## config.mk

```make
export PLATFORM = sky130hd
export DESIGN_NAME = klClk
export DESIGN_NICKNAME = d
export VERILOG_FILES = /design/src/logic/klClkPkg.sv /design/src/logic/clkFuncDecode.sv /design/src/logic/clkConfigRegs.sv /design/src/logic/clkBurstCounter.sv /design/src/logic/clkRunControl.sv /design/src/logic/clkDiagRead.sv /design/src/logic/klClk.sv
export VERILOG_INCLUDE_DIRS = /design/src /design/src/logic
export SDC_FILE = /design/constraint.sdc
export NUM_CORES = 1
export LEC_CHECK = 0
export BUFFER_PORTS_ARGS = -buffer_cell sky130_fd_sc_hd__buf_2
export CAP_MARGIN = 5
export CORE_ASPECT_RATIO = 1.5
export CORE_MARGIN = 3
export CORE_UTILIZATION = 55
export DETAILED_ROUTE_END_ITERATION = 10
export GPL_TIMING_DRIVEN = 1
export PLACE_DENSITY = 0.88
export SLEW_MARGIN = 5
export SYNTH_ARGS = -nofsm -noshare
export SYNTH_HDL_FRONTEND = slang
export SYNTH_SLANG_ARGS = --single-unit
```

## constraint.sdc

```tcl
create_clock -name CLK -period 2.2 [get_ports CLK]
set_input_delay 0.33 -clock CLK [delete_from_list [all_inputs] [get_ports CLK]]
set_output_delay 0.33 -clock CLK [all_outputs]
set_load 0.1 [all_outputs]
```

## src/logic/klClk_defs.svh

```systemverilog
/* Field widths, function select codes and the rate limit
   for the diagnostic clock-control block */
`ifndef KL_CLK_DEFS_SVH
`define KL_CLK_DEFS_SVH

// Field widths
`define KL_NIBBLE_W 4
`define KL_SEL_W 3
`define KL_DIAG_W 6
`define KL_BURST_W 8
`define KL_RATE_MAX 3   // Largest rate exponent, tick every 2^3 cycles

// Class 00x control functions
`define KL_FN_STOP 3'd0
`define KL_FN_START 3'd1
`define KL_FN_SSTEP 3'd2
`define KL_FN_BURST 3'd5
`define KL_FN_CLRRST 3'd6
`define KL_FN_SETRST 3'd7

// Class 04x load functions
`define KL_LD_BURSTLO 3'd2
`define KL_LD_BURSTHI 3'd3
`define KL_LD_SRCRATE 3'd4
`define KL_LD_DIS 3'd5
`define KL_LD_PARCHK 3'd6
`define KL_LD_MISC 3'd7

`endif

```

## src/logic/klClkPkg.sv

```systemverilog
/* Types shared by the clock-control modules: diagnostic command,
   load word views, function strobes, configuration and run status */
`default_nettype none
`include "klClk_defs.svh"

package klClkPkg;

  // One diagnostic command from the console side
  typedef struct packed {
    logic valid;
    logic isLoad;                       // 1 for class 04x
    logic [`KL_SEL_W-1:0] sel;
    logic [`KL_NIBBLE_W-1:0] data;
  } diagCmd_t;

  // Same data nibble, decoded differently by each load function
  typedef union packed {
    struct packed {
      logic [1:0] sourceSel;
      logic [1:0] rateSel;
    } srcRate;
    struct packed {
      logic unused;
      logic crmDis;
      logic edpDis;
      logic ctlDis;
    } dis;
    struct packed {
      logic fm;
      logic cram;
      logic dram;
      logic fs;
    } parChk;
    struct packed {
      logic mboxCycleDis;
      logic respSim;
      logic arParCheck;
      logic errStopEn;
    } misc;
  } loadWord_t;

  // One-cycle function strobes, at most one high
  typedef struct packed {
    logic stop;
    logic start;
    logic singleStep;
    logic burst;
    logic clrReset;
    logic setReset;
    logic ldBurstLo;
    logic ldBurstHi;
    logic ldSrcRate;
    logic ldDis;
    logic ldParChk;
    logic ldMisc;
  } funcStrobes_t;

  typedef struct packed {
    logic [1:0] sourceSel;              // Stored for readback only
    logic [1:0] rateSel;
    logic crmDis;
    logic edpDis;
    logic ctlDis;
    logic fmParChk;
    logic cramParChk;
    logic dramParChk;
    logic fsParChk;
    logic mboxCycleDis;
    logic respSim;
    logic arParCheck;
    logic errStopEn;
  } clkConfig_t;

  typedef struct packed {
    logic go;
    logic burstMode;
    logic stepPending;
    logic eboxReset;
    logic burstZero;
  } runStatus_t;

endpackage

`default_nettype wire

```

## src/logic/clkFuncDecode.sv

```systemverilog
/* Diagnostic function decoder that registers each command
   into one-cycle function strobes plus the load word */
`timescale 1ns/1ps
`default_nettype none
`include "klClk_defs.svh"

module clkFuncDecode (
  input  wire logic                  CLK,
  input  wire logic                  FPGA_RESET,
  input  wire klClkPkg::diagCmd_t    cmd,
  output klClkPkg::funcStrobes_t     strobes,
  output klClkPkg::loadWord_t        loadData
);

  klClkPkg::funcStrobes_t strobesNext;

  always_comb begin
    strobesNext = '0;
    if (cmd.valid) begin
      if (!cmd.isLoad) begin              // Class 00x
        case (cmd.sel)
          `KL_FN_STOP:   strobesNext.stop = 1'b1;
          `KL_FN_START:  strobesNext.start = 1'b1;
          `KL_FN_SSTEP:  strobesNext.singleStep = 1'b1;
          `KL_FN_BURST:  strobesNext.burst = 1'b1;
          `KL_FN_CLRRST: strobesNext.clrReset = 1'b1;
          `KL_FN_SETRST: strobesNext.setReset = 1'b1;
          default:       strobesNext = '0;  // Selects 3 and 4 unused here
        endcase
      end else begin                      // Class 04x
        case (cmd.sel)
          `KL_LD_BURSTLO: strobesNext.ldBurstLo = 1'b1;
          `KL_LD_BURSTHI: strobesNext.ldBurstHi = 1'b1;
          `KL_LD_SRCRATE: strobesNext.ldSrcRate = 1'b1;
          `KL_LD_DIS:     strobesNext.ldDis = 1'b1;
          `KL_LD_PARCHK:  strobesNext.ldParChk = 1'b1;
          `KL_LD_MISC:    strobesNext.ldMisc = 1'b1;
          default:        strobesNext = '0;
        endcase
      end
    end
  end

  always_ff @(posedge CLK) begin
    if (FPGA_RESET) begin
      strobes <= '0;
    end else begin
      strobes <= strobesNext;
    end
  end

  // Nibble rides alongside its strobe
  always_ff @(posedge CLK) begin
    loadData <= cmd.data;
  end

endmodule

`default_nettype wire

```

## src/logic/clkConfigRegs.sv

```systemverilog
/* Configuration registers for the source/rate, board disable,
   parity-check and miscellaneous load functions */
`timescale 1ns/1ps
`default_nettype none

module clkConfigRegs (
  input  wire logic                   CLK,
  input  wire logic                   FPGA_RESET,
  input  wire klClkPkg::funcStrobes_t strobes,
  input  wire klClkPkg::loadWord_t    loadData,
  output klClkPkg::clkConfig_t        cfg
);

  always_ff @(posedge CLK) begin
    if (FPGA_RESET) begin
      cfg <= '0;                          // Rate 0, every board enabled
    end else begin
      if (strobes.ldSrcRate) begin
        cfg.sourceSel <= loadData.srcRate.sourceSel;
        cfg.rateSel   <= loadData.srcRate.rateSel;
      end
      // Top bit of this word has no meaning
      if (strobes.ldDis) begin
        cfg.crmDis <= loadData.dis.crmDis;
        cfg.edpDis <= loadData.dis.edpDis;
        cfg.ctlDis <= loadData.dis.ctlDis;
      end
      if (strobes.ldParChk) begin
        cfg.fmParChk   <= loadData.parChk.fm;
        cfg.cramParChk <= loadData.parChk.cram;
        cfg.dramParChk <= loadData.parChk.dram;
        cfg.fsParChk   <= loadData.parChk.fs;
      end
      if (strobes.ldMisc) begin
        cfg.mboxCycleDis <= loadData.misc.mboxCycleDis;
        cfg.respSim      <= loadData.misc.respSim;
        cfg.arParCheck   <= loadData.misc.arParCheck;
        cfg.errStopEn    <= loadData.misc.errStopEn;
      end
    end
  end

endmodule

`default_nettype wire

```

## src/logic/clkBurstCounter.sv

```systemverilog
/* 8-bit burst down-counter, loaded one nibble at a time,
   with its zero flag */
`timescale 1ns/1ps
`default_nettype none
`include "klClk_defs.svh"

module clkBurstCounter (
  input  wire logic                   CLK,
  input  wire logic                   FPGA_RESET,
  input  wire klClkPkg::funcStrobes_t strobes,
  input  wire klClkPkg::loadWord_t    loadData,
  input  wire logic                   burstDec,
  output logic [`KL_BURST_W-1:0]      count,
  output logic                        burstZero
);

  localparam int NibW = `KL_NIBBLE_W;

  always_ff @(posedge CLK) begin
    if (FPGA_RESET) begin
      count <= '0;
    end else if (strobes.ldBurstLo) begin
      count[NibW-1:0] <= loadData;        // Low nibble
    end else if (strobes.ldBurstHi) begin
      count[`KL_BURST_W-1:NibW] <= loadData;
    end else if (burstDec) begin
      count <= count - 1'b1;              // One EBOX clock spent
    end
  end

  assign burstZero = (count == '0);

  // Run control must stop issuing pulses once the count runs out
  aNoDecAtZero: assert property (@(posedge CLK) disable iff (FPGA_RESET)
    burstDec |-> !burstZero)
    else $error("burst decrement with counter at zero");

endmodule

`default_nettype wire

```

## src/logic/clkRunControl.sv

```systemverilog
/* Run mode FSM, rate divider, EBOX reset flag and the
   per-board clock enables */
`timescale 1ns/1ps
`default_nettype none
`include "klClk_defs.svh"

module clkRunControl (
  input  wire logic                   CLK,
  input  wire logic                   FPGA_RESET,
  input  wire klClkPkg::funcStrobes_t strobes,
  input  wire klClkPkg::clkConfig_t   cfg,
  input  wire logic                   burstZero,
  output logic                        burstDec,
  output logic                        eboxClkEn,
  output logic                        crmClkEn,
  output logic                        edpClkEn,
  output logic                        ctlClkEn,
  output logic                        eboxReset,
  output klClkPkg::runStatus_t        status
);

  localparam int DivW = `KL_RATE_MAX;     // Divider reaches 2^max - 1

  logic            go;
  logic            burstMode;
  logic            stepPending;
  logic [DivW-1:0] divCnt;
  logic [DivW-1:0] divLast;
  logic            tick;
  logic            modeSet;

  assign modeSet = strobes.start | strobes.burst | strobes.singleStep;
  assign divLast = DivW'((1 << cfg.rateSel) - 1);
  assign tick    = (divCnt == divLast);

  // Divider restarts with every new mode so the first tick is a full period out
  always_ff @(posedge CLK) begin
    if (FPGA_RESET || modeSet) begin
      divCnt <= '0;
    end else if (tick) begin
      divCnt <= '0;
    end else begin
      divCnt <= divCnt + 1'b1;
    end
  end

  always_ff @(posedge CLK) begin
    if (FPGA_RESET || strobes.stop) begin
      go          <= 1'b0;
      burstMode   <= 1'b0;
      stepPending <= 1'b0;
    end else if (modeSet) begin
      go          <= strobes.start;
      burstMode   <= strobes.burst;
      stepPending <= strobes.singleStep;
    end else begin
      if (burstMode && burstZero) burstMode <= 1'b0;   // Burst ran out
      if (stepPending && tick) stepPending <= 1'b0;    // Step taken
    end
  end

  // EBOX comes out of reset held
  always_ff @(posedge CLK) begin
    if (FPGA_RESET || strobes.setReset) begin
      eboxReset <= 1'b1;
    end else if (strobes.clrReset) begin
      eboxReset <= 1'b0;
    end
  end

  assign burstDec  = tick & burstMode & ~burstZero;
  assign eboxClkEn = tick & (go | stepPending) | burstDec;

  assign crmClkEn = eboxClkEn & ~cfg.crmDis;
  assign edpClkEn = eboxClkEn & ~cfg.edpDis;
  assign ctlClkEn = eboxClkEn & ~cfg.ctlDis;

  assign status = '{go: go, burstMode: burstMode, stepPending: stepPending,
                    eboxReset: eboxReset, burstZero: burstZero};

  aOneMode: assert property (@(posedge CLK) disable iff (FPGA_RESET)
    $onehot0({go, burstMode, stepPending}))
    else $error("more than one run mode active");

endmodule

`default_nettype wire

```

## src/logic/clkDiagRead.sv

```systemverilog
/* Diagnostic readback: selects one 6-bit word of counter,
   run status or configuration and registers it */
`timescale 1ns/1ps
`default_nettype none
`include "klClk_defs.svh"

module clkDiagRead (
  input  wire logic                  CLK,
  input  wire logic                  FPGA_RESET,
  input  wire logic                  rdEn,
  input  wire logic [`KL_SEL_W-1:0]  rdSel,
  input  wire klClkPkg::clkConfig_t  cfg,
  input  wire logic [`KL_BURST_W-1:0] count,
  input  wire klClkPkg::runStatus_t  status,
  output logic                       rdValid,
  output logic [`KL_DIAG_W-1:0]      rdData
);

  logic [`KL_DIAG_W-1:0] rdWord;

  always_comb begin
    case (rdSel)
      3'd0: rdWord = count[7:2];
      3'd1: rdWord = {count[1:0], status.go, status.burstMode,
                      status.stepPending, status.eboxReset};
      3'd2: rdWord = {cfg.sourceSel, cfg.rateSel, cfg.crmDis, cfg.edpDis};
      3'd3: rdWord = {cfg.ctlDis, cfg.fmParChk, cfg.cramParChk,
                      cfg.dramParChk, cfg.fsParChk, cfg.mboxCycleDis};
      3'd4: rdWord = {cfg.respSim, cfg.arParCheck, cfg.errStopEn,
                      status.burstZero, 2'b00};
      default: rdWord = '0;               // Unassigned selects
    endcase
  end

  always_ff @(posedge CLK) begin
    if (FPGA_RESET) begin
      rdValid <= 1'b0;
    end else begin
      rdValid <= rdEn;                    // Answer every request
    end
  end

  // Data only meaningful with rdValid
  always_ff @(posedge CLK) begin
    if (rdEn) begin
      rdData <= rdWord;
    end
  end

endmodule

`default_nettype wire

```

## src/logic/klClk.sv

```systemverilog
/* Top level of the diagnostic clock-control block:
   decoder, config, burst counter, run control and readback */
`timescale 1ns/1ps
`default_nettype none
`include "klClk_defs.svh"

module klClk (
  input  wire logic                  CLK,
  input  wire logic                  FPGA_RESET,
  input  wire klClkPkg::diagCmd_t    cmd,
  input  wire logic                  rdEn,
  input  wire logic [`KL_SEL_W-1:0]  rdSel,
  output logic                       eboxClkEn,
  output logic                       crmClkEn,
  output logic                       edpClkEn,
  output logic                       ctlClkEn,
  output logic                       eboxReset,
  output logic                       rdValid,
  output logic [`KL_DIAG_W-1:0]      rdData
);

  klClkPkg::funcStrobes_t  strobes;
  klClkPkg::loadWord_t     loadData;
  klClkPkg::clkConfig_t    cfg;
  klClkPkg::runStatus_t    status;
  logic [`KL_BURST_W-1:0]  count;
  logic                    burstZero;
  logic                    burstDec;     // Run control back to counter

  clkFuncDecode u_funcDecode (
    .CLK        (CLK),
    .FPGA_RESET (FPGA_RESET),
    .cmd        (cmd),
    .strobes    (strobes),
    .loadData   (loadData)
  );

  clkConfigRegs u_configRegs (
    .CLK        (CLK),
    .FPGA_RESET (FPGA_RESET),
    .strobes    (strobes),
    .loadData   (loadData),
    .cfg        (cfg)
  );

  clkBurstCounter u_burstCounter (
    .CLK        (CLK),
    .FPGA_RESET (FPGA_RESET),
    .strobes    (strobes),
    .loadData   (loadData),
    .burstDec   (burstDec),
    .count      (count),
    .burstZero  (burstZero)
  );

  clkRunControl u_runControl (
    .CLK        (CLK),
    .FPGA_RESET (FPGA_RESET),
    .strobes    (strobes),
    .cfg        (cfg),
    .burstZero  (burstZero),
    .burstDec   (burstDec),
    .eboxClkEn  (eboxClkEn),
    .crmClkEn   (crmClkEn),
    .edpClkEn   (edpClkEn),
    .ctlClkEn   (ctlClkEn),
    .eboxReset  (eboxReset),
    .status     (status)
  );

  clkDiagRead u_diagRead (
    .CLK        (CLK),
    .FPGA_RESET (FPGA_RESET),
    .rdEn       (rdEn),
    .rdSel      (rdSel),
    .cfg        (cfg),
    .count      (count),
    .status     (status),
    .rdValid    (rdValid),
    .rdData     (rdData)
  );

endmodule

`default_nettype wire

```

==> results.md <==
- Proportion of layout cells with a drive suffix above 1: approximately 26%
- Worst-Margin Slew: about 0.66 ns
- Slowest stage cell, crit path: nor4_2
- Die height: about 85 µm
- Critical Path Start Type: flop
- Post-synth cell types: between 40 and 50
- Clock Sinks: 53
- All-Layer GR Usage: 23.4%
- Post-synthesis net count: between 200 and 300
- HP Class: input port to flop
- EDFF count, synth: 6
- Register area share after synthesis: 48.4%
- TritonRoute pass-1 iters: 6
- Unrepaired setup endpoints after global routing: true
- Crit path capture: eboxClkEn
- Final setup viols: 1
- FMAX: between 400 and 500 MHz
- Post-Route WL: around 5.7 mm
- Final HPWL DP: around 3.7 mm
- Finished Layout Cells: around 320
- Failing checks: setup timing
- Max clock buf depth: 2
- Num CTS Buffers: 5
- Leak: 0.00104 µW
- Worst-path cell chain: nor4_2 -> nand2_2 -> nand2_4 -> a21o_4 -> inv_1 -> buf_12
- Total grt overflow: 0
- Pwr Total: 1750 µW
- Worst r2r path cells: 8
- Final worst-path cycle share: 100%
- YS warnings: 0
- Clk_lat worst skew: 0.31 ns
- Final clock skew: 0.00413 ns
- Diode count: 0
- Area of the core: 0.00399 mm²
- Syn Area/Cell: about 9.4 µm²
- Mapped Area: roughly 0.0023 mm²
- Initial Util: 58.0%
- WP data required: between 1.5 and 2 ns
- Crit path from: u_burstCounter.count[5]$_SDFFE_PP0P_
- H-tree level count: 2
- CTS tree: done
- R2r setup slk: ~0.14 ns
- Crit path DAT: 1.87 ns
- Pwr/cell area: 630 mW/mm²
- Routed via count: about 2,000
- Layout area overhead: 20.0%
- Pin count of the biggest net entering global routing: 37
- # DRC: 0
- Final GP Congestion: between 0.9 and 1
- Root Buffer: clkbuf_8
- Area fraction of the dominant cell type after synthesis: slightly above 40%
- Final min period: about 2.2 ns
- Worst-path clk slew: approximately 0.1 ns
- Worst IR Drop VDD: about 810 µV
- Commonest cells post-synth: nor2_1 (52), dfxtp_1 (47), mux2i_1 (20)
- Post-Place Worst Slack: between 0.15 and 0.2 ns
- Count leader, synth: nor2_1
- CP Capture Type: primary output
- Cells after Synth: about 250
- Die X: approximately 59 µm
- RR Endpoint: u_burstCounter.count[2]$_SDFFE_PP0P_
- First-pass GRT wire length: between 8 and 9 mm
- 1st-iter DRT viols: ~110
- NumNets Final: ~290
- Row count: 28
- Synth area leader: dfxtp_1
- Synth area leaders: dfxtp_1 (41%), mux2i_1 (8.6%), nor2_1 (8.4%)
- Pins Over Slew Limit: 0
- Hold path start: cmd[2]
- Reg2reg start: u_burstCounter.count[5]$_SDFFE_PP0P_
- Final hold violations: 0
- Via density per instance: ~6.2
- DIE AREA: 0.00504 mm²
- Vias in the first global route: approximately 1,900
- Worst Setup Path Type: flop to primary output
- Worst stage delay on the critical path: around 0.45 ns
- Maxcap violations: 0
- Antenna violations before repair: 0
- Final worst slack: -0.00212 ns
- Cells after DPL: between 300 and 400
- Relative slew slack: 55.9%
- Dominant synthesized flop cell: dfxtp_1
- Status: complete, but fails checks
- Setup TNS: -0.00212 ns
- Post-route ant nets: 0
- Crit Path Max Fanout: 6
- Synth async-reset ratio: 0%
- FF+latch count, synth: 53
- I/O pins: 27
- Post-DR wirelength/cell: about 18 µm
- Buffers on Ports: 26
## layout by cell type (no fill, tap or decap), types with 2 or more instances in the layout
| master | count |
|---|---|
| a21oi_1 | 7 |
| a22oi_1 | 2 |
| a31oi_1 | 2 |
| buf_12 | 4 |
| buf_2 | 22 |
| buf_4 | 9 |
| clkbuf_8 | 5 |
| dfxtp_1 | 41 |
| dfxtp_2 | 4 |
| dfxtp_4 | 2 |
| edfxtp_1 | 6 |
| inv_1 | 6 |
| inv_2 | 2 |
| mux2i_1 | 20 |
| mux4_2 | 4 |
| nand2_1 | 15 |
| nand2b_1 | 4 |
| nand3_1 | 3 |
| nand4_1 | 3 |
| nand4b_1 | 4 |
| nor2_1 | 49 |
| nor2_4 | 3 |
| nor2b_1 | 6 |
| nor3_1 | 10 |
| nor4_1 | 5 |
| o21a_1 | 2 |
| o21ai_0 | 5 |
| or3_1 | 2 |
## metal layers
metal / up-vias / global-route usage (%) / part of all wire (%)
met4: 0 / 15.1 / 6.5
met5: - / 0 / 0
li1: 924 / - / -
met3: 34 / 4.26 / 4.8
met2: 90 / 40.0 / 51
met1: 942 / 25.6 / 38
## per-stage QoR
step / utilization, % / cell area, µm² / hold slack, ns
after floorplan: - / 2320 / 0.358
after detailed placement: 63.4 / 2530 / 0.414
after global routing: 69.6 / 2780 / 0.102
after global placement: 63.4 / 2530 / 0.409
after CTS: 68.1 / 2720 / 0.110
final: 69.6 / 2780 / 0.112
## how the worst min path moves through the flow
| stage | endpoint | slack, ns | cells past startpoint |
|---|---|---|---|
| finish | u_funcDecode.loadData[2]$_DFF_P_ | 0.11 | 1 |
| global route | u_funcDecode.loadData[2]$_DFF_P_ | 0.10 | 1 |
| CTS | u_funcDecode.loadData[3]$_DFF_P_ | 0.11 | 1 |
| detailed placement | u_runControl.eboxReset$_SDFFE_PP1P_ | 0.41 | 2 |
| global placement | u_runControl.eboxReset$_SDFFE_PP1P_ | 0.41 | 1 |
| floorplan | u_funcDecode.loadData[0]$_DFF_P_ | 0.36 | 0 |
## kinds of logic (layout without fill, tap and decap cells)
| kind of cell | Yosys count | in the layout | share of synthesized area, % |
|---|---|---|---|
| multiplexers | 24 | 24 | 12.5 |
| flip-flops | 53 | 53 | 48.4 |
| AO/OA/AOI/OAI | 27 | 27 | 8.05 |
| adder cells (fa/ha/maj) | 2 | 2 | 1.08 |
| XOR/XNOR | 1 | 1 | 0.378 |
| buffers and inverters | 22 | 51 | 3.94 |
| AND/OR/NAND/NOR | 118 | 118 | 25.6 |
## critical path: cells and delay by family, from the launching register on
family,cells,cell delay [ns]
compound gates,1,0.19
buf+inv,2,0.25
flops,1,0.38
simple gates,3,0.74
## where the power goes
part           switching (µW)  total (µW)  internal (µW)
logic                     121         176           54.8
registers                19.8        1010            990
clock network             334         565            231
## state kept, by name, indices dropped and copies added (netlist names)
| register | flops |
|---|---|
| u_burstCounter.count | 8 |
| u_configRegs.cfg | 15 |
| u_diagRead.rdData | 6 |
| u_diagRead.rdValid | 1 |
| u_funcDecode.loadData | 4 |
| u_funcDecode.strobes | 12 |
| u_runControl.burstMode | 1 |
| u_runControl.divCnt | 3 |
| u_runControl.eboxReset | 1 |
| u_runControl.go | 1 |
| u_runControl.stepPending | 1 |
## what timing repair did
action / in CTS / in global routing
resized for setup: 17 / 10
hold buffers: 0 / 0
endpoints found under the setup margin: 4 / 4
pin swaps: 2 / 5
buffers inserted: 3 / 3
gates cloned: 0 / 0
## cell type report
cell class              instances  area, µm²
clock buffers                   5       68.8
clock inverters                 3       23.8
fillers                       291       1210
inverters                       8       30.0
multi-input cells             172       1210
flip-flops and latches         53       1130
well taps                      45       56.3
repair buffers                 35        258
Note: power is estimated with default switching activity, not from simulation.
